==> config.mk <==
export PLATFORM = sky130hd
export DESIGN_NAME = mipsControl
export DESIGN_NICKNAME = d
export VERILOG_FILES = /design/src/common/ctrlPkg.sv /design/src/decode/branchDecode.sv /design/src/decode/aluDecode.sv /design/src/decode/memDecode.sv /design/src/decode/hazardTiming.sv /design/src/verilog/idExRegister.sv /design/src/verilog/mipsControl.sv
export SDC_FILE = /design/constraint.sdc
export NUM_CORES = 1
export LEC_CHECK = 0
export ABC_CLOCK_PERIOD_IN_PS = 4600
export BUFFER_PORTS_ARGS = -buffer_cell sky130_fd_sc_hd__buf_2
export CAP_MARGIN = 20
export CORE_AREA = 5 5 68 77
export CTS_BUF_LIST = sky130_fd_sc_hd__clkbuf_4 sky130_fd_sc_hd__clkbuf_8
export DETAILED_ROUTE_END_ITERATION = 10
export DIE_AREA = 0 0 73 82
export PLACE_DENSITY = 0.9
export SLEW_MARGIN = 5
export SYNTH_ARGS = -nofsm -noshare
export SYNTH_HDL_FRONTEND = slang
export SYNTH_HIERARCHICAL = 1
export SYNTH_SLANG_ARGS = --single-unit
==> constraint.sdc <==
create_clock -name clk -period 4.6 [get_ports clk]
set_input_delay 0.46 -clock clk [delete_from_list [all_inputs] [get_ports clk]]
set_output_delay 0.46 -clock clk [all_outputs]
set_load 0.005 [all_outputs]
==> src/common/ctrlPkg.sv <==
package ctrlPkg;

	////////////////////////////////////////////////////////////
	// Instruction fields and codes
	////////////////////////////////////////////////////////////

	typedef enum logic [5:0] {
		opSpecial = 6'd0,
		opRegimm  = 6'd1,
		opJ       = 6'd2,
		opJal     = 6'd3,
		opBeq     = 6'd4,
		opBne     = 6'd5,
		opBlez    = 6'd6,
		opBgtz    = 6'd7,
		opAddi    = 6'd8,
		opAddiu   = 6'd9,
		opSlti    = 6'd10,
		opSltiu   = 6'd11,
		opAndi    = 6'd12,
		opOri     = 6'd13,
		opXori    = 6'd14,
		opLui     = 6'd15,
		opLb      = 6'd32,
		opLh      = 6'd33,
		opLw      = 6'd35,
		opLbu     = 6'd36,
		opLhu     = 6'd37,
		opSb      = 6'd40,
		opSh      = 6'd41,
		opSw      = 6'd43
	} opcodeE;

	typedef enum logic [5:0] {
		fnSll   = 6'd0,
		fnSrl   = 6'd2,
		fnSra   = 6'd3,
		fnSllv  = 6'd4,
		fnSrlv  = 6'd6,
		fnSrav  = 6'd7,
		fnJr    = 6'd8,
		fnJalr  = 6'd9,
		fnMfhi  = 6'd16,
		fnMthi  = 6'd17,
		fnMflo  = 6'd18,
		fnMtlo  = 6'd19,
		fnMult  = 6'd24,
		fnMultu = 6'd25,
		fnDiv   = 6'd26,
		fnDivu  = 6'd27,
		fnAdd   = 6'd32,
		fnAddu  = 6'd33,
		fnSub   = 6'd34,
		fnSubu  = 6'd35,
		fnAnd   = 6'd36,
		fnOr    = 6'd37,
		fnXor   = 6'd38,
		fnNor   = 6'd39,
		fnSlt   = 6'd42,
		fnSltu  = 6'd43
	} functE;

	// Branch kind lives in rt for the regimm group
	typedef enum logic [4:0] {
		rgBltz = 5'd0,
		rgBgez = 5'd1
	} regimmE;

	typedef struct packed {
		opcodeE     op;
		logic [4:0] rs;
		logic [4:0] rt;
		logic [4:0] rd;
		logic [4:0] shamt;
		functE      funct;
	} rTypeT;

	typedef struct packed {
		opcodeE      op;
		logic [4:0]  rs;
		logic [4:0]  rt;
		logic [15:0] imm;
	} iTypeT;

	typedef struct packed {
		opcodeE      op;
		logic [25:0] target;
	} jTypeT;

	typedef union packed {
		rTypeT rType;
		iTypeT iType;
		jTypeT jType;
	} instrWordT;

	////////////////////////////////////////////////////////////
	// Selects and operations
	////////////////////////////////////////////////////////////

	typedef enum logic [1:0] {npcSeq, npcBranchOrJump, npcRegister} npcSelE;
	typedef enum logic {npcOpBranch, npcOpJump} npcOpE;
	typedef enum logic [2:0] {cmpEq, cmpGez, cmpGtz, cmpLez, cmpLtz, cmpNe} cmpOpE;
	typedef enum logic [1:0] {extSign, extZero, extUpper} extOpE;
	typedef enum logic [1:0] {aSelRs, aSelShamt, aSelHiLo} aluASelE;
	typedef enum logic [1:0] {bSelRt, bSelImm, bSelPc8} aluBSelE;

	typedef enum logic [3:0] {
		aluAdd, aluSub, aluAnd, aluOr, aluSrl, aluSra, aluSll,
		aluSlt, aluSltu, aluNor, aluXor, aluPassA, aluPassB
	} aluOpE;

	typedef enum logic [3:0] {
		mdNone, mdMult, mdMultu, mdMthi, mdMtlo, mdMfhi, mdMflo, mdDiv, mdDivu
	} mdOpE;

	typedef enum logic [2:0] {ldWord, ldByteU, ldByteS, ldHalfU, ldHalfS} loadFmtE;
	typedef enum logic [1:0] {stWord, stByte, stHalf} storeFmtE;
	typedef enum logic [1:0] {dstRd, dstRt, dstRa} dstSelE;
	typedef enum logic {wdAlu, wdMem} wdSelE;

	// Tnew and Tuse share one encoding
	typedef logic [1:0] stageT;
	localparam stageT stageNever = 2'd3;

	////////////////////////////////////////////////////////////
	// Control bundles
	////////////////////////////////////////////////////////////

	typedef struct packed {
		npcSelE npcSel;
		npcOpE  npcOp;
		cmpOpE  cmpOp;
		extOpE  extOp;
	} branchCtrlT;

	typedef struct packed {
		aluASelE aluASel;
		aluBSelE aluBSel;
		aluOpE   aluOp;
		mdOpE    mdOp;
		dstSelE  dstSel;
		wdSelE   wdSel;
		logic    grfWe;
	} exCtrlT;

	typedef struct packed {
		logic      memRe;
		logic      memWe;
		loadFmtE   loadFmt;
		storeFmtE  storeFmt;
	} memCtrlT;

	typedef struct packed {
		stageT tuseRs;
		stageT tuseRt;
		stageT tnew;
	} hazardT;

	typedef struct packed {
		exCtrlT  exCtrl;
		memCtrlT memCtrl;
		stageT   tnew;
	} idExCtrlT;

	localparam idExCtrlT idExBubble = '0;

endpackage

==> src/decode/branchDecode.sv <==
module branchDecode (
	input  ctrlPkg::instrWordT  instr,
	output ctrlPkg::branchCtrlT branchCtrl
);

	always_comb begin
		branchCtrl = '0;
		case (instr.jType.op)
			ctrlPkg::opBeq,
			ctrlPkg::opBne,
			ctrlPkg::opBgtz,
			ctrlPkg::opBlez: begin
				branchCtrl.npcSel = ctrlPkg::npcBranchOrJump;
				branchCtrl.npcOp  = ctrlPkg::npcOpBranch;
				branchCtrl.extOp  = ctrlPkg::extSign;
				case (instr.jType.op)
					ctrlPkg::opBeq:  branchCtrl.cmpOp = ctrlPkg::cmpEq;
					ctrlPkg::opBne:  branchCtrl.cmpOp = ctrlPkg::cmpNe;
					ctrlPkg::opBgtz: branchCtrl.cmpOp = ctrlPkg::cmpGtz;
					default:         branchCtrl.cmpOp = ctrlPkg::cmpLez;
				endcase
			end
			ctrlPkg::opRegimm: begin
				if (instr.iType.rt == ctrlPkg::rgBgez) begin
					branchCtrl.npcSel = ctrlPkg::npcBranchOrJump;
					branchCtrl.cmpOp  = ctrlPkg::cmpGez;
				end else if (instr.iType.rt == ctrlPkg::rgBltz) begin
					branchCtrl.npcSel = ctrlPkg::npcBranchOrJump;
					branchCtrl.cmpOp  = ctrlPkg::cmpLtz;
				end
			end
			ctrlPkg::opJ,
			ctrlPkg::opJal: begin
				branchCtrl.npcSel = ctrlPkg::npcBranchOrJump;
				branchCtrl.npcOp  = ctrlPkg::npcOpJump;
			end
			ctrlPkg::opSpecial: begin
				if (instr.rType.funct == ctrlPkg::fnJr || instr.rType.funct == ctrlPkg::fnJalr)
					branchCtrl.npcSel = ctrlPkg::npcRegister;
			end
			// Immediate extension for the decode-stage extender
			ctrlPkg::opAndi,
			ctrlPkg::opOri,
			ctrlPkg::opXori: branchCtrl.extOp = ctrlPkg::extZero;
			ctrlPkg::opLui:  branchCtrl.extOp = ctrlPkg::extUpper;
			default: ;
		endcase
	end

endmodule

==> src/decode/aluDecode.sv <==
module aluDecode (
	input  ctrlPkg::instrWordT instr,
	output ctrlPkg::exCtrlT    exCtrl
);

	always_comb begin
		// Zero is rs/rt operands, add, no md op, rd, alu data, no write
		exCtrl = '0;
		case (instr.rType.op)
			ctrlPkg::opSpecial: begin
				case (instr.rType.funct)
					ctrlPkg::fnAdd,
					ctrlPkg::fnAddu: begin
						exCtrl.aluOp = ctrlPkg::aluAdd;
						exCtrl.grfWe = 1'b1;
					end
					ctrlPkg::fnSub,
					ctrlPkg::fnSubu: begin
						exCtrl.aluOp = ctrlPkg::aluSub;
						exCtrl.grfWe = 1'b1;
					end
					ctrlPkg::fnSlt: begin
						exCtrl.aluOp = ctrlPkg::aluSlt;
						exCtrl.grfWe = 1'b1;
					end
					ctrlPkg::fnSltu: begin
						exCtrl.aluOp = ctrlPkg::aluSltu;
						exCtrl.grfWe = 1'b1;
					end
					ctrlPkg::fnAnd: begin
						exCtrl.aluOp = ctrlPkg::aluAnd;
						exCtrl.grfWe = 1'b1;
					end
					ctrlPkg::fnOr: begin
						exCtrl.aluOp = ctrlPkg::aluOr;
						exCtrl.grfWe = 1'b1;
					end
					ctrlPkg::fnXor: begin
						exCtrl.aluOp = ctrlPkg::aluXor;
						exCtrl.grfWe = 1'b1;
					end
					ctrlPkg::fnNor: begin
						exCtrl.aluOp = ctrlPkg::aluNor;
						exCtrl.grfWe = 1'b1;
					end
					ctrlPkg::fnSll, ctrlPkg::fnSllv: begin
						exCtrl.aluOp = ctrlPkg::aluSll;
						exCtrl.grfWe = 1'b1;
					end
					ctrlPkg::fnSrl, ctrlPkg::fnSrlv: begin
						exCtrl.aluOp = ctrlPkg::aluSrl;
						exCtrl.grfWe = 1'b1;
					end
					ctrlPkg::fnSra, ctrlPkg::fnSrav: begin
						exCtrl.aluOp = ctrlPkg::aluSra;
						exCtrl.grfWe = 1'b1;
					end
					ctrlPkg::fnJalr: begin
						exCtrl.aluBSel = ctrlPkg::bSelPc8;
						exCtrl.aluOp   = ctrlPkg::aluPassB;
						exCtrl.grfWe   = 1'b1;
					end
					ctrlPkg::fnMult:  exCtrl.mdOp = ctrlPkg::mdMult;
					ctrlPkg::fnMultu: exCtrl.mdOp = ctrlPkg::mdMultu;
					ctrlPkg::fnDiv:   exCtrl.mdOp = ctrlPkg::mdDiv;
					ctrlPkg::fnDivu:  exCtrl.mdOp = ctrlPkg::mdDivu;
					ctrlPkg::fnMthi:  exCtrl.mdOp = ctrlPkg::mdMthi;
					ctrlPkg::fnMtlo:  exCtrl.mdOp = ctrlPkg::mdMtlo;
					ctrlPkg::fnMfhi, ctrlPkg::fnMflo: begin
						exCtrl.aluASel = ctrlPkg::aSelHiLo;
						exCtrl.aluOp   = ctrlPkg::aluPassA;
						exCtrl.grfWe   = 1'b1;
						exCtrl.mdOp    = (instr.rType.funct == ctrlPkg::fnMfhi) ?
							ctrlPkg::mdMfhi : ctrlPkg::mdMflo;
					end
					default: ;
				endcase
				// Fixed shifts take the amount from shamt
				if (instr.rType.funct inside {ctrlPkg::fnSll, ctrlPkg::fnSrl, ctrlPkg::fnSra})
					exCtrl.aluASel = ctrlPkg::aSelShamt;
			end
			ctrlPkg::opJal: begin
				exCtrl.aluBSel = ctrlPkg::bSelPc8;
				exCtrl.aluOp   = ctrlPkg::aluPassB;
				exCtrl.dstSel  = ctrlPkg::dstRa;
				exCtrl.grfWe   = 1'b1;
			end
			ctrlPkg::opAddi, ctrlPkg::opAddiu, ctrlPkg::opSlti, ctrlPkg::opSltiu,
			ctrlPkg::opAndi, ctrlPkg::opOri, ctrlPkg::opXori, ctrlPkg::opLui,
			ctrlPkg::opLw, ctrlPkg::opLb, ctrlPkg::opLbu, ctrlPkg::opLh, ctrlPkg::opLhu: begin
				exCtrl.aluBSel = ctrlPkg::bSelImm;
				exCtrl.dstSel  = ctrlPkg::dstRt;
				exCtrl.grfWe   = 1'b1;
				case (instr.rType.op)
					ctrlPkg::opSlti:  exCtrl.aluOp = ctrlPkg::aluSlt;
					ctrlPkg::opSltiu: exCtrl.aluOp = ctrlPkg::aluSltu;
					ctrlPkg::opAndi:  exCtrl.aluOp = ctrlPkg::aluAnd;
					ctrlPkg::opOri:   exCtrl.aluOp = ctrlPkg::aluOr;
					ctrlPkg::opXori:  exCtrl.aluOp = ctrlPkg::aluXor;
					ctrlPkg::opLui:   exCtrl.aluOp = ctrlPkg::aluPassB;
					default:          exCtrl.aluOp = ctrlPkg::aluAdd;
				endcase
				if (instr.rType.op inside {ctrlPkg::opLw, ctrlPkg::opLb, ctrlPkg::opLbu,
						ctrlPkg::opLh, ctrlPkg::opLhu})
					exCtrl.wdSel = ctrlPkg::wdMem;
			end
			// Stores only need the address sum
			ctrlPkg::opSw, ctrlPkg::opSh, ctrlPkg::opSb: exCtrl.aluBSel = ctrlPkg::bSelImm;
			default: ;
		endcase
	end

endmodule

==> src/decode/memDecode.sv <==
module memDecode (
	input  ctrlPkg::instrWordT instr,
	output ctrlPkg::memCtrlT   memCtrl
);

	always_comb begin
		memCtrl = '0;
		case (instr.iType.op)
			ctrlPkg::opLw: begin
				memCtrl.memRe   = 1'b1;
				memCtrl.loadFmt = ctrlPkg::ldWord;
			end
			ctrlPkg::opLb: begin
				memCtrl.memRe   = 1'b1;
				memCtrl.loadFmt = ctrlPkg::ldByteS;
			end
			ctrlPkg::opLbu: begin
				memCtrl.memRe   = 1'b1;
				memCtrl.loadFmt = ctrlPkg::ldByteU;
			end
			ctrlPkg::opLh: begin
				memCtrl.memRe   = 1'b1;
				memCtrl.loadFmt = ctrlPkg::ldHalfS;
			end
			ctrlPkg::opLhu: begin
				memCtrl.memRe   = 1'b1;
				memCtrl.loadFmt = ctrlPkg::ldHalfU;
			end
			ctrlPkg::opSw: begin
				memCtrl.memWe    = 1'b1;
				memCtrl.storeFmt = ctrlPkg::stWord;
			end
			// Partial stores read the word first and merge
			ctrlPkg::opSb: begin
				memCtrl.memRe    = 1'b1;
				memCtrl.memWe    = 1'b1;
				memCtrl.storeFmt = ctrlPkg::stByte;
			end
			ctrlPkg::opSh: begin
				memCtrl.memRe    = 1'b1;
				memCtrl.memWe    = 1'b1;
				memCtrl.storeFmt = ctrlPkg::stHalf;
			end
			default: ;
		endcase
	end

endmodule

==> src/decode/hazardTiming.sv <==
module hazardTiming (
	input  ctrlPkg::instrWordT instr,
	output ctrlPkg::hazardT    hazard
);

	always_comb begin
		hazard.tuseRs = ctrlPkg::stageNever;
		hazard.tuseRt = ctrlPkg::stageNever;
		hazard.tnew   = 2'd0;
		case (instr.rType.op)
			ctrlPkg::opSpecial: begin
				case (instr.rType.funct)
					ctrlPkg::fnAdd, ctrlPkg::fnAddu, ctrlPkg::fnSub, ctrlPkg::fnSubu,
					ctrlPkg::fnSlt, ctrlPkg::fnSltu, ctrlPkg::fnAnd, ctrlPkg::fnOr,
					ctrlPkg::fnXor, ctrlPkg::fnNor, ctrlPkg::fnSllv, ctrlPkg::fnSrlv,
					ctrlPkg::fnSrav: begin
						hazard.tuseRs = 2'd1;
						hazard.tuseRt = 2'd1;
						hazard.tnew   = 2'd1;
					end
					ctrlPkg::fnSll, ctrlPkg::fnSrl, ctrlPkg::fnSra: begin
						hazard.tuseRt = 2'd1;
						hazard.tnew   = 2'd1;
					end
					// Register target is compared in decode
					ctrlPkg::fnJr, ctrlPkg::fnJalr: hazard.tuseRs = 2'd0;
					ctrlPkg::fnMult, ctrlPkg::fnMultu, ctrlPkg::fnDiv, ctrlPkg::fnDivu: begin
						hazard.tuseRs = 2'd1;
						hazard.tuseRt = 2'd1;
					end
					ctrlPkg::fnMthi, ctrlPkg::fnMtlo: hazard.tuseRs = 2'd1;
					ctrlPkg::fnMfhi, ctrlPkg::fnMflo: hazard.tnew = 2'd1;
					default: ;
				endcase
			end
			ctrlPkg::opRegimm: begin
				if (instr.iType.rt == ctrlPkg::rgBgez || instr.iType.rt == ctrlPkg::rgBltz)
					hazard.tuseRs = 2'd0;
			end
			ctrlPkg::opBeq, ctrlPkg::opBne: begin
				hazard.tuseRs = 2'd0;
				hazard.tuseRt = 2'd0;
			end
			ctrlPkg::opBgtz, ctrlPkg::opBlez: hazard.tuseRs = 2'd0;
			ctrlPkg::opAddi, ctrlPkg::opAddiu, ctrlPkg::opSlti, ctrlPkg::opSltiu,
			ctrlPkg::opAndi, ctrlPkg::opOri, ctrlPkg::opXori: begin
				hazard.tuseRs = 2'd1;
				hazard.tnew   = 2'd1;
			end
			ctrlPkg::opLui: hazard.tnew = 2'd1;
			ctrlPkg::opLw, ctrlPkg::opLb, ctrlPkg::opLbu, ctrlPkg::opLh, ctrlPkg::opLhu: begin
				hazard.tuseRs = 2'd1;
				hazard.tnew   = 2'd2;
			end
			// Store data is needed only at the memory stage
			ctrlPkg::opSw, ctrlPkg::opSh, ctrlPkg::opSb: begin
				hazard.tuseRs = 2'd1;
				hazard.tuseRt = 2'd2;
			end
			default: ;
		endcase
	end

endmodule

==> src/verilog/idExRegister.sv <==
module idExRegister (
	input  logic              clk,
	input  logic              rstN,
	input  logic              stall,
	input  logic              flush,
	input  logic              instrValid,
	input  ctrlPkg::exCtrlT   exCtrl,
	input  ctrlPkg::memCtrlT  memCtrl,
	input  ctrlPkg::stageT    tnew,
	output ctrlPkg::idExCtrlT idExCtrl,
	output logic              exValid
);

	always_ff @(posedge clk or negedge rstN) begin
		if (!rstN) begin
			idExCtrl <= ctrlPkg::idExBubble;
			exValid  <= 1'b0;
		end else if (flush) begin
			idExCtrl <= ctrlPkg::idExBubble;
			exValid  <= 1'b0;
		end else if (!stall) begin
			idExCtrl <= instrValid ? {exCtrl, memCtrl, tnew} : ctrlPkg::idExBubble;
			exValid  <= instrValid;
		end
	end

	////////////////////////////////////////////////////////////
	// Checks
	////////////////////////////////////////////////////////////

	bubbleQuiet: assert property (@(posedge clk) disable iff (!rstN)
		!exValid |-> !idExCtrl.exCtrl.grfWe && !idExCtrl.memCtrl.memRe &&
			!idExCtrl.memCtrl.memWe)
		else $error("bubble in execute carries a side effect");

	partialStoreMerge: assert property (@(posedge clk) disable iff (!rstN)
		idExCtrl.memCtrl.memWe && idExCtrl.memCtrl.storeFmt != ctrlPkg::stWord
			|-> idExCtrl.memCtrl.memRe)
		else $error("partial store without merge read");

	loadWritesMem: assert property (@(posedge clk) disable iff (!rstN)
		idExCtrl.memCtrl.memRe && idExCtrl.exCtrl.grfWe
			|-> idExCtrl.exCtrl.wdSel == ctrlPkg::wdMem)
		else $error("load writes back ALU data");

	// Only a link writes back with no result latency
	zeroTnewIsLink: assert property (@(posedge clk) disable iff (!rstN)
		instrValid && exCtrl.grfWe && tnew == 2'd0 |-> exCtrl.aluBSel == ctrlPkg::bSelPc8)
		else $error("writeback decoded without a ready stage");

endmodule

==> src/verilog/mipsControl.sv <==
module mipsControl (
	input  logic                clk,
	input  logic                rstN,
	input  logic                instrValid,
	input  logic                stall,
	input  logic                flush,
	input  ctrlPkg::instrWordT  instr,
	output ctrlPkg::branchCtrlT branchCtrl,
	output ctrlPkg::hazardT     hazard,
	output ctrlPkg::idExCtrlT   idExCtrl,
	output logic                exValid
);

	ctrlPkg::exCtrlT  exCtrl;
	ctrlPkg::memCtrlT memCtrl;

	// Peer decoders on the same word
	branchDecode u_branchDecode (
		.instr      (instr),
		.branchCtrl (branchCtrl)
	);

	aluDecode u_aluDecode (
		.instr  (instr),
		.exCtrl (exCtrl)
	);

	memDecode u_memDecode (
		.instr   (instr),
		.memCtrl (memCtrl)
	);

	hazardTiming u_hazardTiming (
		.instr  (instr),
		.hazard (hazard)
	);

	idExRegister u_idExRegister (
		.clk        (clk),
		.rstN       (rstN),
		.stall      (stall),
		.flush      (flush),
		.instrValid (instrValid),
		.exCtrl     (exCtrl),
		.memCtrl    (memCtrl),
		.tnew       (hazard.tnew),
		.idExCtrl   (idExCtrl),
		.exValid    (exValid)
	);

endmodule

==> impl_metrics.env <==
export IMPL_status="finished clean"
export IMPL_synthFlopType="dfrtp_1"
export IMPL_fin_tns_setup_ns=0
export IMPL_avgRoutedWirePerCell_um=15.1
export IMPL_dp_slack_ns=2.14
export IMPL_r2r_end="u_idExRegister/idExCtrl[12]$_DFFE_PN0P_"
export IMPL_antenna_cells=0
export IMPL_total_leakage_power_uw=0.00128
export IMPL_r2r_slack_ns=3.86
export IMPL_initial_core_util=0.505
export IMPL_dr_pass1_iters=4
export IMPL_die_area_um2=5990
export IMPL_tightest_slew_ns=0.715
export IMPL_syn_area_per_cell_um2=8.59
export IMPL_placementRows=26
export IMPL_rsz0062_at_grt="no"
export IMPL_antenna_found_initial=0
export IMPL_numPortBuffers=61
export IMPL_grt_max_degree=33
export IMPL_final_cell_area_um2=2500
export IMPL_finalCritPeriodShare=0.538
export IMPL_cts_resized=0
export IMPL_async_reset_ff_frac=1.00
export IMPL_post_route_drc_count=0
export IMPL_cts_setup_buffers=0
export IMPL_ir_drop_mv=0.175
export IMPL_critPathMaxFanout=25
export IMPL_drtAntennaViolNets=0
export IMPL_cts_hold_buf=0
export IMPL_synth_warnings=6
export IMPL_drive_gt1_frac=0.329
export IMPL_whs_ns=0.176
export IMPL_synth_area_top_cells="dfrtp_1, a32o_2, nor2_1"
export IMPL_synth_ff_latch_count=26
export IMPL_wirelength_um=5420
export IMPL_r2r_start="u_idExRegister/idExCtrl[12]$_DFFE_PN0P_"
export IMPL_p_switching_uw=147
export IMPL_grt_pass1_vias=2096
export IMPL_tritoncts="built"
export IMPL_root_buffer="clkbuf_8"
export IMPL_skew_ns=0
export IMPL_die_height_um=82
export IMPL_worstPathArrival_ns=2.01
export IMPL_end_kind="output port"
export IMPL_dpl_instance_area_um2=2440
export IMPL_syn_area_um2=2230
export IMPL_boundaryPins=77
export IMPL_syn_instance_count=260
export IMPL_hpwl_um=3770
export IMPL_grt_total_usage=0.185
export IMPL_period_minus_slack_ns=2.47
export IMPL_die_w_um=73
export IMPL_yosysTopAreaCell="dfrtp_1"
export IMPL_switching_share=0.296
export IMPL_crit_type="input pin to output port"
export IMPL_synth_nets=297
export IMPL_p_int_uw=350
export IMPL_slew_headroom=0.523
export IMPL_p_per_area_nw_per_um2=199
export IMPL_ys_types=59
export IMPL_htree_levels=1
export IMPL_post_drt_via_cell_ratio=6.16
export IMPL_maxCapViolations=0
export IMPL_syn2layout_area_growth_pct=11.8
export IMPL_seq_power_share=0.465
export IMPL_clk_latency_ns=0.26
export IMPL_yosysMostFrequentCell="dfrtp_1"
export IMPL_drt_iter0_drc=240
export IMPL_fmaxAchievable_mhz=404
export IMPL_synth_top_area_frac=0.291
export IMPL_netlist_top_cells_count="dfrtp_1, nor2_1, a32o_2"
export IMPL_numCtsBuffers=3
export IMPL_hold_viol=0
export IMPL_worst_slack_ns=2.13
export IMPL_clock_sinks=26
export IMPL_grt_ovfl_total=0
export IMPL_clock_path_buffers=2
export IMPL_slew_violations=0
export IMPL_comb_power_share=0.247
export IMPL_clkPwrFrac=0.287
export IMPL_setup_violations_final=0
export IMPL_worstRegToRegCells=1
export IMPL_ys_seq_area_frac=0.291
export IMPL_grt_pass1_wl_um=9240
export IMPL_synth_edff_count=0
export IMPL_clk_pin_slew_worst_paths_ns=0.08
export IMPL_layout_nets=342
export IMPL_place_congestion=0.885
export IMPL_critical_path_startpoint_type="input pin"
export IMPL_crit_required_ns=4.14
export IMPL_fp_coreArea_um2=4420
export IMPL_num_vias=2219
export IMPL_hp_class="input pin to asynchronous set/reset pin"
power by group through the flow:
stage	logic (uW)	registers [uW]	clock network, uW
global route	137	232	160
detailed placement	121	236	0
CTS	122	231	146
floorplan	85.0	236	0
finish	123	231	143
global placement	118	236	0
critical path, cell delays in order:
cell       delay (ns)
buf_2            0.23
or4_4            0.58
or3_1            0.34
o2bb2ai_1        0.24
buf_2            0.16
cells in the final DEF (no fill, tap or decap), types with 3 or more instances in the layout:
cell type   n
a211oi_1    4
a21o_1      3
a21oi_1    15
a31oi_1     4
a32o_2     23
and3_1      3
buf_2      61
clkbuf_8    4
dfrtp_1    26
inv_1      11
mux2i_1     4
nand2_1    17
nand2b_1    6
nand3_1     7
nand3b_1    3
nor2_1     25
nor2b_1    14
nor3_1     11
nor3b_1     3
nor4_1      4
o21ai_0     8
or3_1       3
layer usage:
metal	global-route usage	share of wire	wire (um)
met1	0.244	0.44	2370
met5	0	0	0
met2	0.324	0.50	2690
met3	0.0147	0.059	320
met4	0.0461	0.0085	46
worst max path at each step:
stage	start	endpoint	slack (ns)	cells after the start
after global placement	instr[29]	hazard[4]	2.14	6
after floorplan	instr[29]	hazard[4]	2.47	5
after detailed placement	instr[29]	hazard[4]	2.14	6
final	instr[29]	hazard[0]	2.13	5
after CTS	instr[29]	hazard[4]	2.14	6
after global routing	instr[29]	hazard[0]	2.07	5
cell families (layout without fill, tap and decap cells):
group,after synthesis,after routing,share of synthesized area
and+or+nand+nor,112,112,0.287
DFF,26,26,0.291
xor gates and xnor gates,3,3,0.0118
AOI/OAI and AO/OA,81,81,0.292
buffers and inverters,34,78,0.100
muxes,4,4,0.0179
flip-flops by register name (all words and copies together), names as in the netlist:
register and count:
u_idExRegister/exValid 1, u_idExRegister/idExCtrl 25
per-stage QoR:
stage	utilization	cells	power, uW
after detailed placement	0.552	356	357
after global routing	0.564	360	528
after CTS	0.564	360	500
final	0.564	360	497
after global placement	0.552	356	354
after floorplan	-	260	321
final cells by class:
cell class / count / area [um^2]
Clock buffer: 4 / 55.1
Fill cell: 406 / 1930
Inverter: 11 / 41.3
Multi-Input combinational cell: 200 / 1360
Timing Repair Buffer: 63 / 320
Tap cell: 56 / 70.1
Sequential cell: 26 / 651
Power figures use the tool's default switching activity.
